### src/debug_proto_pkg.sv
package debug_proto_pkg;

    ////////////////////
    // Host link types

    typedef logic [7:0] byte_t;

    // Command bytes sent by the host
    typedef enum logic [7:0] {
        CMD_PROGRAM    = 8'h01,
        CMD_CONTINUOUS = 8'h02,
        CMD_STEP_MODE  = 8'h03,
        CMD_STEP       = 8'h06
    } cmd_t;

    ////////////////////
    // Program load

    // Top six bits of the instruction that ends a load
    localparam logic [5:0] HALT_OPCODE = 6'b111111;

endpackage

### src/trace_pkg.sv
package trace_pkg;

    typedef logic [31:0] word_t;

    localparam int BYTES_PER_WORD = 4;

    ////////////////////
    // Snapshot header, word positions in send order

    localparam int HDR_PC     = 0;
    localparam int HDR_IF_ID  = 1;
    localparam int HDR_ID_EX  = 2;
    localparam int HDR_EX_MEM = 3;
    localparam int HDR_MEM_WB = 4;
    localparam int HDR_CYCLES = 5;

    localparam int HEADER_WORDS = 6;  // Collector words follow

endpackage

### src/debug_ctrl.sv
`timescale 1ns/1ps

module debug_ctrl (
    input  logic                   clk,
    input  logic                   reset,
    input  logic                   rx_valid,
    input  debug_proto_pkg::byte_t rx_byte,
    input  logic                   halt,
    input  logic                   load_done,
    input  logic                   dump_done,
    output logic                   load_start,
    output logic                   load_active,
    output logic                   dump_start,
    output trace_pkg::word_t       cycle_count,
    output logic                   cpu_reset,
    output logic                   cpu_clk_en
);

    typedef enum logic [2:0] {WAIT_CMD, LOAD, RUN, STEP_WAIT, DUMP} state_t;

    state_t                state;
    debug_proto_pkg::cmd_t cmd;
    logic                  step_q;  // One processor cycle per step

    assign cmd         = debug_proto_pkg::cmd_t'(rx_byte);
    assign load_active = (state == LOAD);

    // Halt cycle itself is not clocked
    assign cpu_clk_en = step_q || (state == RUN && !halt);

    ////////////////////
    // Control FSM

    always_ff @(posedge clk) begin
        if (reset) begin
            state       <= WAIT_CMD;
            cpu_reset   <= 1'b1;
            step_q      <= 1'b0;
            load_start  <= 1'b0;
            dump_start  <= 1'b0;
            cycle_count <= '0;
        end else begin
            load_start <= 1'b0;
            step_q     <= 1'b0;
            dump_start <= step_q;  // Snapshot after the stepped cycle
            case (state)
                WAIT_CMD: begin
                    if (rx_valid) begin
                        case (cmd)
                            debug_proto_pkg::CMD_PROGRAM: begin
                                state      <= LOAD;
                                load_start <= 1'b1;
                            end
                            debug_proto_pkg::CMD_CONTINUOUS: begin
                                state       <= RUN;
                                cpu_reset   <= 1'b0;
                                cycle_count <= '0;
                            end
                            debug_proto_pkg::CMD_STEP_MODE: begin
                                state       <= STEP_WAIT;
                                cpu_reset   <= 1'b0;
                                cycle_count <= '0;
                            end
                            default: ;
                        endcase
                    end
                end
                LOAD: begin
                    if (load_done) begin
                        state <= WAIT_CMD;
                    end
                end
                RUN: begin
                    if (halt) begin
                        state      <= DUMP;
                        dump_start <= 1'b1;
                    end else begin
                        cycle_count <= cycle_count + 32'd1;
                    end
                end
                STEP_WAIT: begin
                    if (rx_valid && cmd == debug_proto_pkg::CMD_STEP) begin
                        step_q      <= 1'b1;
                        cycle_count <= cycle_count + 32'd1;
                        state       <= DUMP;
                    end
                end
                DUMP: begin
                    if (dump_done) begin
                        state     <= halt ? WAIT_CMD : STEP_WAIT;
                        cpu_reset <= halt;  // Halted core goes back into reset
                    end
                end
                default: state <= WAIT_CMD;
            endcase
        end
    end

endmodule

### src/debug_unit_top.sv
`timescale 1ns/1ps

module debug_unit_top #(
    parameter int CLKS_PER_BIT  = 16,
    parameter int NUM_REGS      = 32,
    parameter int NUM_MEM_WORDS = 16,
    parameter int IMEM_AW       = 6
) (
    input  logic               clk,
    input  logic               reset,
    input  logic               rx,
    output logic               tx,
    input  trace_pkg::word_t   pc,
    input  trace_pkg::word_t   latch_if_id,
    input  trace_pkg::word_t   latch_id_ex,
    input  trace_pkg::word_t   latch_ex_mem,
    input  trace_pkg::word_t   latch_mem_wb,
    input  logic               halt,
    input  trace_pkg::word_t   collect_word,
    output logic               collect_restart,
    output logic               collect_next,
    output logic               collect_mem,
    output logic               cpu_reset,
    output logic               cpu_clk_en,
    output logic               imem_we,
    output logic [IMEM_AW-1:0] imem_addr,
    output trace_pkg::word_t   imem_wdata
);

    debug_proto_pkg::byte_t rx_byte;
    debug_proto_pkg::byte_t tx_byte;
    logic                   rx_valid;
    logic                   tx_start;
    logic                   tx_busy;
    logic                   tx_done;
    logic                   load_start;
    logic                   load_active;
    logic                   load_done;
    logic                   dump_start;
    logic                   dump_done;
    trace_pkg::word_t       cycle_count;

    ////////////////////
    // UART

    uart_rx #(.CLKS_PER_BIT(CLKS_PER_BIT)) u_rx (
        .clk      (clk),
        .reset    (reset),
        .rx       (rx),
        .rx_byte  (rx_byte),
        .rx_valid (rx_valid)
    );

    uart_tx #(.CLKS_PER_BIT(CLKS_PER_BIT)) u_tx (
        .clk      (clk),
        .reset    (reset),
        .tx_start (tx_start),
        .tx_byte  (tx_byte),
        .tx       (tx),
        .tx_busy  (tx_busy),
        .tx_done  (tx_done)
    );

    ////////////////////
    // Control and datapath

    debug_ctrl u_ctrl (
        .clk         (clk),
        .reset       (reset),
        .rx_valid    (rx_valid),
        .rx_byte     (rx_byte),
        .halt        (halt),
        .load_done   (load_done),
        .dump_done   (dump_done),
        .load_start  (load_start),
        .load_active (load_active),
        .dump_start  (dump_start),
        .cycle_count (cycle_count),
        .cpu_reset   (cpu_reset),
        .cpu_clk_en  (cpu_clk_en)
    );

    program_loader #(.IMEM_AW(IMEM_AW)) u_loader (
        .clk         (clk),
        .reset       (reset),
        .load_start  (load_start),
        .load_active (load_active),
        .rx_valid    (rx_valid),
        .rx_byte     (rx_byte),
        .imem_we     (imem_we),
        .imem_addr   (imem_addr),
        .imem_wdata  (imem_wdata),
        .load_done   (load_done)
    );

    snapshot_serializer #(
        .NUM_REGS      (NUM_REGS),
        .NUM_MEM_WORDS (NUM_MEM_WORDS)
    ) u_snap (
        .clk             (clk),
        .reset           (reset),
        .dump_start      (dump_start),
        .cycle_count     (cycle_count),
        .pc              (pc),
        .latch_if_id     (latch_if_id),
        .latch_id_ex     (latch_id_ex),
        .latch_ex_mem    (latch_ex_mem),
        .latch_mem_wb    (latch_mem_wb),
        .collect_word    (collect_word),
        .tx_busy         (tx_busy),
        .tx_done         (tx_done),
        .tx_start        (tx_start),
        .tx_byte         (tx_byte),
        .collect_restart (collect_restart),
        .collect_next    (collect_next),
        .collect_mem     (collect_mem),
        .dump_done       (dump_done)
    );

endmodule

### src/program_loader.sv
`timescale 1ns/1ps

module program_loader #(
    parameter int IMEM_AW = 6
) (
    input  logic                   clk,
    input  logic                   reset,
    input  logic                   load_start,
    input  logic                   load_active,
    input  logic                   rx_valid,
    input  debug_proto_pkg::byte_t rx_byte,
    output logic                   imem_we,
    output logic [IMEM_AW-1:0]     imem_addr,
    output trace_pkg::word_t       imem_wdata,
    output logic                   load_done
);

    logic [1:0] lane;
    logic       take;

    assign take = load_active && rx_valid;

    always_ff @(posedge clk) begin
        if (reset) begin
            lane      <= '0;
            imem_addr <= '0;
            imem_we   <= 1'b0;
            load_done <= 1'b0;
        end else begin
            imem_we   <= 1'b0;
            load_done <= 1'b0;
            if (imem_we) begin
                imem_addr <= imem_addr + 1'b1;  // Advance after each write
            end
            if (load_start) begin
                lane      <= '0;
                imem_addr <= '0;
            end else if (take) begin
                lane <= lane + 2'd1;
                if (lane == 2'd3) begin
                    imem_we <= 1'b1;
                    // Last byte holds word bits 31:26
                    load_done <= (rx_byte[7:2] == debug_proto_pkg::HALT_OPCODE);
                end
            end
        end
    end

    // Little-endian assembly, low lane first
    always_ff @(posedge clk) begin
        if (take) begin
            imem_wdata[{lane, 3'b000} +: 8] <= rx_byte;
        end
    end

endmodule

### src/snapshot_serializer.sv
`timescale 1ns/1ps

module snapshot_serializer #(
    parameter int NUM_REGS      = 32,
    parameter int NUM_MEM_WORDS = 16
) (
    input  logic                   clk,
    input  logic                   reset,
    input  logic                   dump_start,
    input  trace_pkg::word_t       cycle_count,
    input  trace_pkg::word_t       pc,
    input  trace_pkg::word_t       latch_if_id,
    input  trace_pkg::word_t       latch_id_ex,
    input  trace_pkg::word_t       latch_ex_mem,
    input  trace_pkg::word_t       latch_mem_wb,
    input  trace_pkg::word_t       collect_word,
    input  logic                   tx_busy,
    input  logic                   tx_done,
    output logic                   tx_start,
    output debug_proto_pkg::byte_t tx_byte,
    output logic                   collect_restart,
    output logic                   collect_next,
    output logic                   collect_mem,
    output logic                   dump_done
);

    localparam int TOTAL_WORDS = trace_pkg::HEADER_WORDS + NUM_REGS + NUM_MEM_WORDS;
    localparam int MEM_BASE    = trace_pkg::HEADER_WORDS + NUM_REGS;
    localparam int IDX_W       = $clog2(TOTAL_WORDS);

    typedef enum logic [1:0] {IDLE, SEND, WAIT_TX} state_t;

    state_t           state;
    logic [IDX_W-1:0] idx;
    logic [1:0]       lane;
    logic             word_end;
    trace_pkg::word_t cur_word;

    ////////////////////
    // Byte select

    always_comb begin
        case (idx)
            IDX_W'(trace_pkg::HDR_PC):     cur_word = pc;
            IDX_W'(trace_pkg::HDR_IF_ID):  cur_word = latch_if_id;
            IDX_W'(trace_pkg::HDR_ID_EX):  cur_word = latch_id_ex;
            IDX_W'(trace_pkg::HDR_EX_MEM): cur_word = latch_ex_mem;
            IDX_W'(trace_pkg::HDR_MEM_WB): cur_word = latch_mem_wb;
            IDX_W'(trace_pkg::HDR_CYCLES): cur_word = cycle_count;
            default:                       cur_word = collect_word;
        endcase
    end

    assign tx_byte  = cur_word[{lane, 3'b000} +: 8];  // Low byte first
    assign tx_start = (state == SEND) && !tx_busy;
    assign word_end = (state == WAIT_TX) && tx_done &&
                      (lane == 2'(trace_pkg::BYTES_PER_WORD - 1));

    // Collector steps right away so its word is ready for the next send
    assign collect_restart = dump_start;
    assign collect_next    = word_end && (idx >= IDX_W'(trace_pkg::HEADER_WORDS));
    assign collect_mem     = (state != IDLE) && (idx >= IDX_W'(MEM_BASE));

    ////////////////////
    // Word and lane walk

    always_ff @(posedge clk) begin
        if (reset) begin
            state     <= IDLE;
            idx       <= '0;
            lane      <= '0;
            dump_done <= 1'b0;
        end else begin
            dump_done <= 1'b0;
            case (state)
                IDLE: begin
                    if (dump_start) begin
                        idx   <= '0;
                        lane  <= '0;
                        state <= SEND;
                    end
                end
                SEND: begin
                    if (!tx_busy) begin
                        state <= WAIT_TX;
                    end
                end
                WAIT_TX: begin
                    if (tx_done) begin
                        lane  <= lane + 2'd1;  // Wraps at word end
                        state <= SEND;
                        if (word_end) begin
                            if (idx == IDX_W'(TOTAL_WORDS - 1)) begin
                                state     <= IDLE;
                                dump_done <= 1'b1;
                            end else begin
                                idx <= idx + 1'b1;
                            end
                        end
                    end
                end
                default: state <= IDLE;
            endcase
        end
    end

endmodule

### src/uart_rx.sv
`timescale 1ns/1ps

module uart_rx #(
    parameter int CLKS_PER_BIT = 16
) (
    input  logic                   clk,
    input  logic                   reset,
    input  logic                   rx,
    output debug_proto_pkg::byte_t rx_byte,
    output logic                   rx_valid
);

    localparam int CNT_W = $clog2(CLKS_PER_BIT + 1);

    typedef enum logic [1:0] {IDLE, START, DATA, STOP} state_t;

    state_t           state;
    logic [1:0]       rx_sync;
    logic [CNT_W-1:0] clk_cnt;
    logic [2:0]       bit_idx;
    logic             bit_end;
    logic             mid_start;
    logic             rx_s;

    assign rx_s      = rx_sync[1];
    assign bit_end   = (clk_cnt == CNT_W'(CLKS_PER_BIT - 1));
    assign mid_start = (clk_cnt == CNT_W'(CLKS_PER_BIT / 2 - 1));

    always_ff @(posedge clk) begin
        if (reset) begin
            rx_sync  <= 2'b11;  // Line idles high
            state    <= IDLE;
            clk_cnt  <= '0;
            bit_idx  <= '0;
            rx_valid <= 1'b0;
        end else begin
            rx_sync  <= {rx_sync[0], rx};
            rx_valid <= 1'b0;
            clk_cnt  <= clk_cnt + 1'b1;
            case (state)
                IDLE: begin
                    clk_cnt <= '0;
                    if (!rx_s) begin
                        state <= START;
                    end
                end
                START: begin
                    if (mid_start) begin
                        clk_cnt <= '0;
                        bit_idx <= '0;
                        state   <= rx_s ? IDLE : DATA;  // Glitch, not a start bit
                    end
                end
                DATA: begin
                    if (bit_end) begin
                        clk_cnt <= '0;
                        bit_idx <= bit_idx + 3'd1;
                        if (bit_idx == 3'd7) begin
                            state <= STOP;
                        end
                    end
                end
                STOP: begin
                    if (bit_end) begin
                        rx_valid <= rx_s;  // Framing error drops the byte
                        state    <= IDLE;
                    end
                end
                default: state <= IDLE;
            endcase
        end
    end

    // Data shifts in LSB first, sampled mid-bit
    always_ff @(posedge clk) begin
        if (state == DATA && bit_end) begin
            rx_byte <= {rx_s, rx_byte[7:1]};
        end
    end

endmodule

### src/uart_tx.sv
`timescale 1ns/1ps

module uart_tx #(
    parameter int CLKS_PER_BIT = 16
) (
    input  logic                   clk,
    input  logic                   reset,
    input  logic                   tx_start,
    input  debug_proto_pkg::byte_t tx_byte,
    output logic                   tx,
    output logic                   tx_busy,
    output logic                   tx_done
);

    localparam int CNT_W = $clog2(CLKS_PER_BIT + 1);

    logic [CNT_W-1:0] clk_cnt;
    logic [3:0]       bit_cnt;
    logic [8:0]       frame;  // Data bits then stop bit

    always_ff @(posedge clk) begin
        if (reset) begin
            tx      <= 1'b1;
            tx_busy <= 1'b0;
            tx_done <= 1'b0;
            clk_cnt <= '0;
            bit_cnt <= '0;
        end else begin
            tx_done <= 1'b0;
            if (!tx_busy) begin
                if (tx_start) begin
                    tx      <= 1'b0;  // Start bit
                    tx_busy <= 1'b1;
                    clk_cnt <= '0;
                    bit_cnt <= '0;
                end
            end else if (clk_cnt == CNT_W'(CLKS_PER_BIT - 1)) begin
                clk_cnt <= '0;
                if (bit_cnt == 4'd9) begin
                    tx_busy <= 1'b0;
                    tx_done <= 1'b1;
                    tx      <= 1'b1;
                end else begin
                    tx      <= frame[0];
                    bit_cnt <= bit_cnt + 4'd1;
                end
            end else begin
                clk_cnt <= clk_cnt + 1'b1;
            end
        end
    end

    always_ff @(posedge clk) begin
        if (!tx_busy && tx_start) begin
            frame <= {1'b1, tx_byte};
        end else if (tx_busy && clk_cnt == CNT_W'(CLKS_PER_BIT - 1)) begin
            frame <= {1'b1, frame[8:1]};
        end
    end

endmodule

### config.mk
export PLATFORM = sky130hd
export DESIGN_NAME = debug_unit_top
export DESIGN_NICKNAME = d
export VERILOG_FILES = /design/src/debug_proto_pkg.sv /design/src/trace_pkg.sv /design/src/debug_ctrl.sv /design/src/debug_unit_top.sv /design/src/program_loader.sv /design/src/snapshot_serializer.sv /design/src/uart_rx.sv /design/src/uart_tx.sv
export SDC_FILE = /design/constraint.sdc
export NUM_CORES = 1
export LEC_CHECK = 0
export BUFFER_PORTS_ARGS = -buffer_cell sky130_fd_sc_hd__buf_2
export CAP_MARGIN = 10
export CORE_MARGIN = 2
export CORE_UTILIZATION = 45
export CTS_BUF_LIST = sky130_fd_sc_hd__clkbuf_2
export CTS_CLUSTER_DIAMETER = 40
export DETAILED_ROUTE_END_ITERATION = 8
export PLACE_DENSITY = 0.74
export SETUP_SLACK_MARGIN = 0.4
export SYNTH_ARGS = -nofsm -noshare
export SYNTH_HDL_FRONTEND = slang
export SYNTH_SLANG_ARGS = --single-unit
export TNS_END_PERCENT = 10
### constraint.sdc
create_clock -name clk -period 4.5 [get_ports clk]
set_input_delay 0.675 -clock clk [delete_from_list [all_inputs] [get_ports clk]]
set_output_delay 0.675 -clock clk [all_outputs]
set_load 0.01 [all_outputs]
# Word-level counts from Yosys, hierarchy flattened
# Index checks and enable logic that the tools add are counted.
# totals
reg_bits	133
inputBits	196
output_inout_bits	45
# classes
n_addsub	10
order_cmp	2
eq_ne	47
n_shift	3
muxes	70
bitwise_logic	12
n_reduce_logical	44
# op_table
op	count
32-bit one-hot mux with 6 select lines	1
32-bit 2-to-1 mux	4
32-bit one-hot mux with 3 select lines	1
32-bit by 1-bit adder with 32-bit output, second input constant	1
32-bit bitwise mux	1
8-bit by 7-bit variable shift with 32-bit output, first input constant	1
32-bit by 6-bit indexed part select with 8-bit output	1
8-bit by 7-bit indexed part select with 32-bit output	1
2-bit 2-to-1 mux	13
5-bit 2-to-1 mux	5
6-bit 2-to-1 mux	4
2-bit != test, second input constant	12
3-bit 2-to-1 mux	7
1-bit 2-to-1 mux	19
8-bit by 2-bit equality test with 1-bit output, second input constant	2
4-bit 2-to-1 mux	4
8-bit 2-to-1 mux	2
3-bit one-hot mux with 5 select lines	1
5-bit one-hot mux with 3 select lines	1
5-bit AND reduction	3
2-bit by 1-bit != test with 1-bit output, second input constant	7
6-bit by 1-bit adder with 6-bit output, second input constant	2
6-bit by 2-bit equality test with 1-bit output, second input constant	2
6-bit by 3-bit equality test with 1-bit output, second input constant	2
43 further kinds	91

# Longest topological paths before layout
# Gate-level depths: netlist of run 1.
# logic_depth
depth_word	6
ltp_mapped	11
mapped_depth_nobuf	9

# Hierarchy
# From an unflattened synthesis of run 1, not the netlist that was laid out.
# hier_totals
cells_unflattened	903
area_unflattened_um2	8201.6
# modules_own_cells
module	n_inst	cells_per_inst	area_each_um2
snapshot_serializer	1	350	2493.6
debug_ctrl	1	265	2119.5
program_loader	1	127	1714.1
uart_tx	1	85	945.9
uart_rx	1	76	928.4

# Worst setup path before layout of run 1
# Ideal clock, no wire load.
# synth_path
path_type	flip-flop to flip-flop
from	register u_snap.idx[1]
to	register u_tx.frame[4], data pin
setup_time_ns	0.279
t_arrival_ns	2.085
slack_ns	2.136
path_stages_with_launch	11
n_path_buf	3
synth_period_minus_slack_ns	2.364
path_cell_list	dfxtp_1 inv_1 ha_1 clkbuf_1 and2_0 clkbuf_1 nor3_1 buf_2 nand2_1 o2111ai_1 o311ai_0
# synth_between
elab_chain_cells	4
word_cells_on_any_way	9
# synth_lines
element	line_no	source
start: declaration	snapshot_serializer.sv:34	logic [IDX_W-1:0] idx;
start signal: assignment	snapshot_serializer.sv:97	idx <= idx + 1'b1;
6-bit by 3-bit equality test with 1-bit output (tied with other cells)	snapshot_serializer.sv:43	case (idx)
32-bit one-hot mux with 6 select lines *	snapshot_serializer.sv:43	
32-bit by 6-bit indexed part select with 8-bit output *	snapshot_serializer.sv:54	assign tx_byte = cur_word[{lane, 3'b000} +: 8];
8-bit 2-to-1 mux *	uart_tx.sv:54	if (!tx_busy && tx_start) begin
end signal: assignment	uart_tx.sv:55	frame <= {1'b1, tx_byte};
end signal: assignment	uart_tx.sv:57	frame <= {1'b1, frame[8:1]};
end: declaration	uart_tx.sv:19	logic [8:0] frame;
# Mark *: on every way between the ends. The rest lies on a longest branch, timed or not.
# A chain may end at the register's enable or synchronous reset.

# Worst setup path in the final report of run 1
# layout_path
from	register u_snap.idx[2]
to	register u_tx.frame[6], data pin
# Same word-level chain as after synthesis.

==> run summary, run 1 <==
outcome -> completed
Syn Nets -> 1078
CTS tree -> built
dpl hpwl -> 20600 µm
met3 wire length -> 2620 µm
Tot Pwr -> 2.12 mW
final setup violating endpoints -> 0
Setup TNS Final -> 0 ns
Final GP Congestion -> 1.01
syn_area_per_cell -> 8.97 µm²
clock latency on the worst-skew pair -> 0.73 ns
most common cell after layout, fill and taps aside -> buf_2
Area contributors post-synth -> dfxtp_1 22%, edfxtp_1 19%, nor2_1 4.5%, ha_1 4.4%, a22oi_1 4.3%
chip width -> 135 µm
Pwr per Cell Area -> 231 mW/mm²
Antenna diodes -> 0
WP buf/inv -> 0
Fmax achieved -> 294 MHz
synth warn -> 0
share of cells above drive strength 1 -> 28.0%
via count -> 7774
CTS H-tree depth -> 4
Seq/Total Area, Yosys -> 41.0%
clk buf depth -> 2
Critical Path Start Type -> register
HP Class -> in -> reg
Final Hold Fails -> 0
Met2 Routed Length -> 12500 µm
LEAKAGE -> 3.58 nW
wl on met1 -> 9690 µm
DRC viols -> 0
area leader, netlist -> dfxtp_1
first-pass iteration count of the detailed router -> 5
wire per inst -> 20.6 µm
slowest library cell on the worst path -> and2_1
Post-CTS Repair Setup Buffers -> 0
port bufs -> 240
worst path arrival time -> 3.91 ns
most frequent cells in the layout -> 240 x buf_2, 92 x nor2_1, 85 x dfxtp_1
total die area -> 0.0181 mm²
crit path kind -> reg -> reg
Worst path top cell family by delay -> simple AND/OR/NAND/NOR gates
share of the synthesized area in the top cell type -> 22.2%
gr ovfl total -> 0
relative slew slack -> 22.4%
largest net degree at the start of global routing -> 37
Mapped Area -> 0.00767 mm²
clk slew on worst S/H paths -> 0.21 ns
die height -> 135 µm
CP most frequent cell -> and2_1
Slew Viols, Final -> 0
Tot GR Track Use -> 29.0%
drt via density -> 6.02
hold_buf cts -> 0
number of clock buffers inserted by TritonCTS -> 17
Final period util -> 75.5%
Post-synth EDFFs -> 48
ANT nets after route -> 0
vias in the first global route -> 7073
CP max stage delay -> 0.83 ns
Slew @ Worst Pin -> 1.16 ns
initial antenna violation count -> 1
post-synthesis cell type count -> 72
I/O pin count -> 241
CP Data Required Time -> 5.01 ns
cells along the critical path -> nor4_1 -> and2_1 -> nor3_2 -> and2_1 -> o31a_1 -> a221o_1
initial core utilization -> 46.1%
Clock Sinks -> 133
critical path peak fanout -> 23
DR top layer -> met5
first-pass GRT wire length -> 39500 µm
core area -> 0.0166 mm²
Setup crit end kind -> register
max-cap viol count -> 0
Starting DRT DRC Count -> 793
area delta synth->final -> 19.5%
Root Buffer -> clkbuf_2
Yosys reg bits -> 133
Tmin final -> 3.40 ns
post-CTS sizing -> 0
RSZ-0062 raised after global routing -> no
most common flop cell mapped by yosys -> dfxtp_1
Async SR Flop Fraction -> 0%
Final Skew -> 0.0435 ns
row count -> 47
largest vdd supply drop -> 0.130 mV
final wirelength -> 26700 µm
nets -> 1282
Synth Instances -> 855
==> where the power goes <==
group	switching [mW]	internal, mW	total (mW)
combinational	0.101	0.0863	0.187
sequential	0.00453	1.24	1.25
clock	0.477	0.210	0.687
total	0.582	1.54	2.12
==> synth_stat cells, types with 5 or more instances <==
cell type   n
a21oi_1    45
a221o_1     7
a221oi_1   10
a222oi_1   12
a22o_1      7
a22oi_1    44
a2bb2oi_1   5
a31oi_1     6
and2_1     44
and3_1     12
and4_1      5
buf_1       6
buf_2      21
clkbuf_1   34
dfxtp_1    85
edfxtp_1   48
ha_1       27
inv_1      20
mux2i_1     5
nand2_1    60
nand2b_1    7
nand3_1    37
nand4_1    18
nor2_1     92
nor3_1     27
nor3b_1     6
nor4_1     12
o21ai_0    20
o31ai_1     8
or2_2       5
or3_1       9
or4_1       6
xnor2_1    29
xor2_1     11
==> per-layer routing <==
metal | global-route usage, % | up-vias
li1 | - | 3601
met3 | 6.79 | 99
met4 | 18.7 | 2
met5 | 0 | -
met1 | 34.7 | 3583
met2 | 47.1 | 489
==> flip-flops by register name, indices dropped and copies added, names as in the netlist, 3 cells and up, named ones only <==
signal,count
u_loader.imem_wdata,32
u_loader.imem_addr,6
u_rx.rx_byte,8
u_rx.bit_idx,3
u_tx.clk_cnt,5
u_ctrl.cycle_count,32
u_tx.bit_cnt,4
u_ctrl.state,3
u_snap.idx,6
u_tx.frame,8
u_rx.clk_cnt,5
==> cell families after synthesis <==
family                   share of synthesized area [%]
AO/OA/AOI/OAI                                     19.6
XOR/XNOR                                          4.57
adder cells (fa/ha/maj)                           4.40
buffers and inverters                             4.31
flip-flops                                        41.0
multiplexers                                     0.946
AND/OR/NAND/NOR                                   25.2
==> worst paths after layout <==
kind | start | end | slack (ns) | cells after the start
setup reg to reg | u_snap.idx[2] | u_tx.frame[6] | 1.10 | 6
hold / removal | rx | u_rx.rx_sync[0] | 0.16 | 2
setup / recovery | u_snap.idx[2] | u_tx.frame[6] | 1.10 | 6
hold reg to reg | u_rx.rx_sync[0] | u_rx.rx_sync[1] | 0.45 | 1
==> metrics by stage <==
stage / setup slack, ns / hold slack (ns) / area, µm² / utilization [%] / instances
after floorplan: 2.14 / 0.389 / 7670 / - / 855
after detailed placement: 1.17 / 0.398 / 8940 / 53.7 / 1260
after CTS: 1.15 / 0.103 / 9170 / 55.1 / 1292
after global routing: 0.885 / 0.0998 / 9170 / 55.1 / 1292
after global placement: 1.23 / 0.396 / 8940 / 53.7 / 1260
final: 1.10 / 0.158 / 9170 / 55.1 / 1292
==> area by class of cell <==
| cell class | instances | area (µm²) |
|---|---|---|
| Clock inverter | 13 | 126 |
| Clock buffer | 19 | 95.1 |
| Inverter | 20 | 75.1 |
| Sequential cell | 133 | 3140 |
| Timing Repair Buffer | 246 | 1250 |
| Tap cell | 220 | 275 |
| Fill cell | 1585 | 7480 |
| Multi-Input combinational cell | 641 | 4200 |
No activity file was read; power rests on OpenSTA's default activity.
==> run 2: changes to the inputs <==
Clock period 4.5 ns to 3.2 ns, I/O delays scaled along.
==> run 2 against run 1 <==
Critical path depth did not move. Utilization is 1.0 points higher. Non-clock buffer count is 16 higher. Sequential cell count unchanged. Clock power grew 57%. Design area grew 1.9%. Combinational power grew 37%. Critical path type is now reg -> out. Highest routed layer is now met4.
==> run summary, run 2 (synthesis results as in run 1) <==
core area -> 0.0166 mm²
Final Skew -> 0.0254 ns
clk buf depth -> 2
CP Data Required Time -> 2.72 ns
number of clock buffers inserted by TritonCTS -> 17
die height -> 135 µm
gr ovfl total -> 0
total die area -> 0.0181 mm²
Clock Power Share -> 35.0%
DR top layer -> met4
via count -> 7807
switching share of power -> 27.4%
Met2 Routed Length -> 12800 µm
largest vdd supply drop -> 0.227 mV
drt via density -> 5.97
Slew @ Worst Pin -> 0.834 ns
clock latency on the worst-skew pair -> 0.73 ns
met3 wire length -> 2310 µm
Comb power frac -> 8.3%
largest net degree at the start of global routing -> 35
Int Power -> 2.25 mW
Antenna diodes -> 0
Tot GR Track Use -> 29.3%
max-cap viol count -> 0
worst path arrival time -> 2.23 ns
Slew Viols, Final -> 0
cells along the critical path -> inv_1 -> ha_1 -> buf_4 -> o21ai_0 -> a21oi_1 -> buf_2
Starting DRT DRC Count -> 680
share of cells above drive strength 1 -> 29.2%
final setup violating endpoints -> 0
FILL cells -> 1526
biggest regs -> u_ctrl.cycle_count x32, u_loader.imem_wdata x32
Fmax achieved -> 369 MHz
nets -> 1298
ANT nets after route -> 0
area delta synth->final -> 21.7%
Final period util -> 84.6%
HP Class -> in -> reg
crit path kind -> reg -> out
dpl hpwl -> 21000 µm
r2r startpoint -> u_snap.idx[1]
Reg power frac -> 56.6%
CTS tree -> built
outcome -> completed
critical path peak fanout -> 12
Clock Sinks -> 133
Tmin final -> 2.71 ns
Critical Path Start Type -> register
DRC viols -> 0
wl on met1 -> 10100 µm
initial antenna violation count -> 0
worst reg-to-reg setup slack -> 0.52 ns
relative slew slack -> 44.2%
initial core utilization -> 46.1%
NetSw -> 848 µW
hold path startpoint -> halt
Root Buffer -> clkbuf_2
vias in the first global route -> 7197
chip width -> 135 µm
Worst Hold Path Cells -> 2
first-pass GRT wire length -> 40200 µm
Setup crit end kind -> primary output
port bufs -> 240
row count -> 47
LEAKAGE -> 3.68 nW
Worst R2R Path Depth -> 8
Pwr per Cell Area -> 331 mW/mm²
clk slew on worst S/H paths -> 0.21 ns
Final Hold Fails -> 0
CTS H-tree depth -> 4
slowest library cell on the worst path -> dfxtp_1
most frequent cells in the layout -> 240 x buf_2, 92 x nor2_1, 84 x dfxtp_1
Fin Hold WS -> 0.102 ns
final wirelength -> 26900 µm
CP max stage delay -> 0.38 ns
hold endpoint -> u_ctrl.state[0]
wire per inst -> 20.5 µm
I/O pin count -> 241
Setup TNS Final -> 0 ns
Final GP Congestion -> 1.00
first-pass iteration count of the detailed router -> 9
r2r endpoint -> u_tx.frame[4]
Post-CTS Repair Setup Buffers -> 0
most common cell after layout, fill and taps aside -> buf_2
RSZ-0062 raised after global routing -> yes
## run 2: cell types whose count changed in the layout (fill, tap and decap cells not counted), sizes merged
| cell | change |
|---|---|
| clkinvlp | -1 |
| inv | +3 |
| clkbuf | -2 |
| clkinv | -1 |
| dlygate4sd3 | +1 |
| bufinv | +1 |
| buf | +15 |
## run 2: worst max-delay path by stage
stage                  start             to  slack (ns)  cells past startpoint
4_1_cts        u_snap.idx[3]  u_tx.frame[1]        0.37                      6
5_1_grt        u_snap.idx[1]  u_tx.frame[4]        0.38                      8
6_report       u_snap.idx[0]    collect_mem        0.49                      6
3_3_place_gp   u_snap.idx[3]  u_tx.frame[1]        0.56                      6
2_1_floorplan  u_snap.idx[1]  u_tx.frame[4]        0.84                     10
3_5_place_dp   u_snap.idx[3]  u_tx.frame[1]        0.42                      6
## run 2: area by class of cell
class | count | area [µm²] | share of cell area (%)
clock buffer | 17 | 85.1 | 0.911
clock inverter | 15 | 169 | 1.81
inverter | 20 | 75.1 | 0.804
multi-input combinational | 641 | 4220 | 45.2
sequential | 133 | 3140 | 33.7
tap | 220 | 275 | 2.95
timing repair buffer | 262 | 1370 | 14.7
## run 2: critical path, delay by kind of cell, from the launching register on
| family | cells | cell delay (ns) |
|---|---|---|
| buffers and inverters | 3 | 0.57 |
| flip-flops | 1 | 0.38 |
| AO/OA/AOI/OAI | 2 | 0.37 |
| adder cells (fa/ha/maj) | 1 | 0.21 |
## run 2: power groups by stage
| stage | sequential, mW | combinational (mW) | clock (mW) |
|---|---|---|---|
| 2_1_floorplan | 1.79 | 0.0765 | 0 |
| 3_3_place_gp | 1.79 | 0.255 | 0 |
| 3_5_place_dp | 1.79 | 0.252 | 0 |
| 4_1_cts | 1.75 | 0.254 | 1.10 |
| 5_1_grt | 1.76 | 0.272 | 1.18 |
| 6_report | 1.75 | 0.257 | 1.08 |
## run 2: per-layer routing
layer | up-vias | global-route usage, %
met5 | - | 0
met1 | 3647 | 34.7
met3 | 75 | 6.76
met4 | 0 | 17.5
li1 | 3625 | -
met2 | 460 | 48.7
## run 2: metrics by stage
step | instance area [µm²] | util [%] | cells | worst slack, ns | power, mW
2_1_floorplan | 7670 | - | 855 | 0.836 | 1.86
3_3_place_gp | 9060 | 54.4 | 1275 | 0.563 | 2.04
3_5_place_dp | 9060 | 54.4 | 1275 | 0.417 | 2.04
4_1_cts | 9320 | 56.0 | 1308 | 0.368 | 3.11
5_1_grt | 9340 | 56.1 | 1308 | 0.382 | 3.21
6_report | 9340 | 56.1 | 1308 | 0.493 | 3.10
## run 2: what timing repair did
item | CTS | global route
hold buffers | 1 | 0
endpoints found under the setup margin | 2 | 7
gates cloned | 0 | 0
gates resized for setup | 1 | 3
endpoints found under the hold margin | 1 | 0
==> run 3: changes to the inputs <==
Settings changed: PLACE_DENSITY 0.74 to 0.77.
Clock period 3.2 ns to 2.3 ns, I/O delays scaled along.
==> run 3 against run 2 <==
Critical endpoint is now u_tx.frame[1]. Utilization rose by 7.1 points. Sequential power rose by 39%. First-iteration DRC count rose by 46%. Die area did not move. Critical path type is now reg -> reg. Critical path depth rose by 4. Clock power rose by 46%. Combinational power rose by 49%. Clock skew rose by 0.010 ns. Sequential share of layout area fell by 3.5 points. Total power rose by 42%.
==> run summary, run 3 (synthesis results as in run 1) <==
outcome -> completed
max-cap viol count -> 0
met3 usage -> 5.74%
Reg power frac -> 55.3%
Final GP Congestion -> 0.948
Area after DPL -> 0.00960 mm²
sequential cell area -> 0.00318 mm²
Placed Instances -> 1326
final setup violating endpoints -> 0
port bufs -> 240
first-pass GRT wire length -> 43000 µm
CP most frequent cell -> a21oi_1
Slew @ Worst Pin -> 0.588 ns
Int Power -> 3.23 mW
final wirelength -> 28600 µm
largest net degree at the start of global routing -> 34
wire per inst -> 20.5 µm
CTS H-tree depth -> 4
worst reg-to-reg setup slack -> 0.06 ns
CP Data Required Time -> 2.85 ns
HP Class -> in -> reg
total die area -> 0.0181 mm²
first-pass iteration count of the detailed router -> 7
Fmax achieved -> 447 MHz
clock latency on the worst-skew pair -> 0.78 ns
area delta synth->final -> 37.2%
Slew Viols, Final -> 0
Non-Filler Instances -> 1396
Final Hold Fails -> 0
Comb power frac -> 8.7%
share of cells above drive strength 1 -> 37.6%
initial antenna violation count -> 2
Starting DRT DRC Count -> 992
most common cell after layout, fill and taps aside -> buf_2
hold path startpoint -> collect_word[19]
initial core utilization -> 46.1%
chip width -> 135 µm
relative slew slack -> 60.7%
Critical Path Start Type -> register
Pwr per Cell Area -> 417 mW/mm²
NetSw -> 1.16 mW
Worst Hold Path Cells -> 3
routing usage on met2 -> 53.2%
row count -> 47
hold endpoint -> u_tx.frame[3]
number of clock buffers inserted by TritonCTS -> 17
vias in the first global route -> 7905
Post-Route Utilization -> 63.3%
r2r startpoint -> u_snap.idx[0]
via count -> 8291
most frequent cells in the layout -> 243 x buf_2, 91 x nor2_1, 76 x buf_4
Final Skew -> 0.0355 ns
ANT nets after route -> 0
Final period util -> 97.2%
critical path peak fanout -> 11
biggest regs -> u_ctrl.cycle_count x32, u_loader.imem_wdata x32
LEAKAGE -> 4.27 nW
core area -> 0.0166 mm²
CTS tree -> built
Worst R2R Path Depth -> 10
gr ovfl total -> 0
Root Buffer -> clkbuf_2
nets -> 1385
CP max stage delay -> 0.42 ns
GRT Max-Usage Layer -> met2
FILL cells -> 1382
Clock Sinks -> 133
Setup crit end kind -> register
switching share of power -> 26.5%
worst path arrival time -> 2.78 ns
I/O pin count -> 241
DRC viols -> 0
crit path kind -> reg -> reg
slowest library cell on the worst path -> dfxtp_4
r2r endpoint -> u_tx.frame[1]
clk slew on worst S/H paths -> 0.22 ns
drt via density -> 5.94
Tot Pwr -> 4.39 mW
post-route cell area -> 0.0105 mm²
global-route met1 utilization -> 36.8%
largest vdd supply drop -> 0.261 mV
Tmin final -> 2.24 ns
die height -> 135 µm
Multi-input gate area -> 0.00455 mm²
Clock Power Share -> 36.0%
RSZ-0062 raised after global routing -> yes
dpl hpwl -> 21400 µm
clk buf depth -> 2
Tot GR Track Use -> 31.1%
Fin Hold WS -> 0.0272 ns
cells along the critical path -> inv_4 -> ha_4 -> buf_6 -> buf_12 -> a22oi_1 -> a21oi_1 -> a221o_1 -> a21oi_1 -> a2bb2oi_1 -> o311ai_1
## run 3: cell types whose count changed in the layout (fill, tap and decap cells not counted), sizes merged
cell	before	now
diode	0	1
dlygate4sd3	1	11
buf	261	338
bufinv	2	3
inv	26	24
clkbuf	17	18
## run 3: power groups by stage
stage	registers [mW]	clock network (mW)	logic, mW
2_1_floorplan	2.48	0	0.107
5_1_grt	2.43	1.69	0.405
3_3_place_gp	2.49	0	0.357
3_5_place_dp	2.49	0	0.357
6_report	2.43	1.58	0.383
4_1_cts	2.43	1.60	0.375
## run 3: worst max-delay path by stage
stage | start | endpoint | slack, ns | depth (start not counted)
floorplan | u_rx.rx_byte[7] | u_ctrl.cycle_count[30] | 0.07 | 7
global placement | u_snap.idx[1] | u_tx.frame[6] | -0.02 | 9
detailed placement | u_snap.idx[1] | u_tx.frame[6] | -0.07 | 8
CTS | u_snap.idx[0] | collect_mem | 0.09 | 6
global route | u_rx.rx_byte[4] | u_ctrl.cycle_count[29] | -0.02 | 7
finish | u_snap.idx[0] | u_tx.frame[1] | 0.06 | 10
## run 3: final cells by class
| class | instances | area share (%) |
|---|---|---|
| Timing Repair Buffer | 349 | 20.7 |
| Tap cell | 220 | 2.62 |
| Multi-Input combinational cell | 641 | 43.2 |
| Antenna cell | 1 | 0.0238 |
| Sequential cell | 133 | 30.2 |
| Clock inverter | 14 | 1.64 |
| Clock buffer | 18 | 0.856 |
| Inverter | 20 | 0.761 |
## run 3: metal layers
layer / part of all wire [%] / vias to the layer above
met5: 0.024 / -
met4: 5.2 / 2
met3: 9.1 / 96
met2: 48 / 548
met1: 37 / 3842
li1: - / 3803
## run 3: critical path: cells and delay by family (launching register included)
kind	cells	cell delay (ns)
compound gates	6	1.13
flops	1	0.42
buf+inv	3	0.31
fa+ha+maj	1	0.15
## run 3: what timing repair did
action / CTS / global route
pin swaps: 19 / 10
setup endpoints to repair: 66 / 106
gates cloned: 1 / 2
resized for setup: 72 / 10
hold buffers: 11 / 0
hold endpoints to repair: 9 / 0
setup buffers: 18 / 5
## run 3: stage by stage
step | setup slack [ns] | setup TNS, ns
global route | -0.0195 | -0.0252
CTS | 0.0934 | 0
floorplan | 0.0736 | 0
detailed placement | -0.0743 | -0.0743
global placement | -0.0179 | -0.0179
finish | 0.0638 | 0
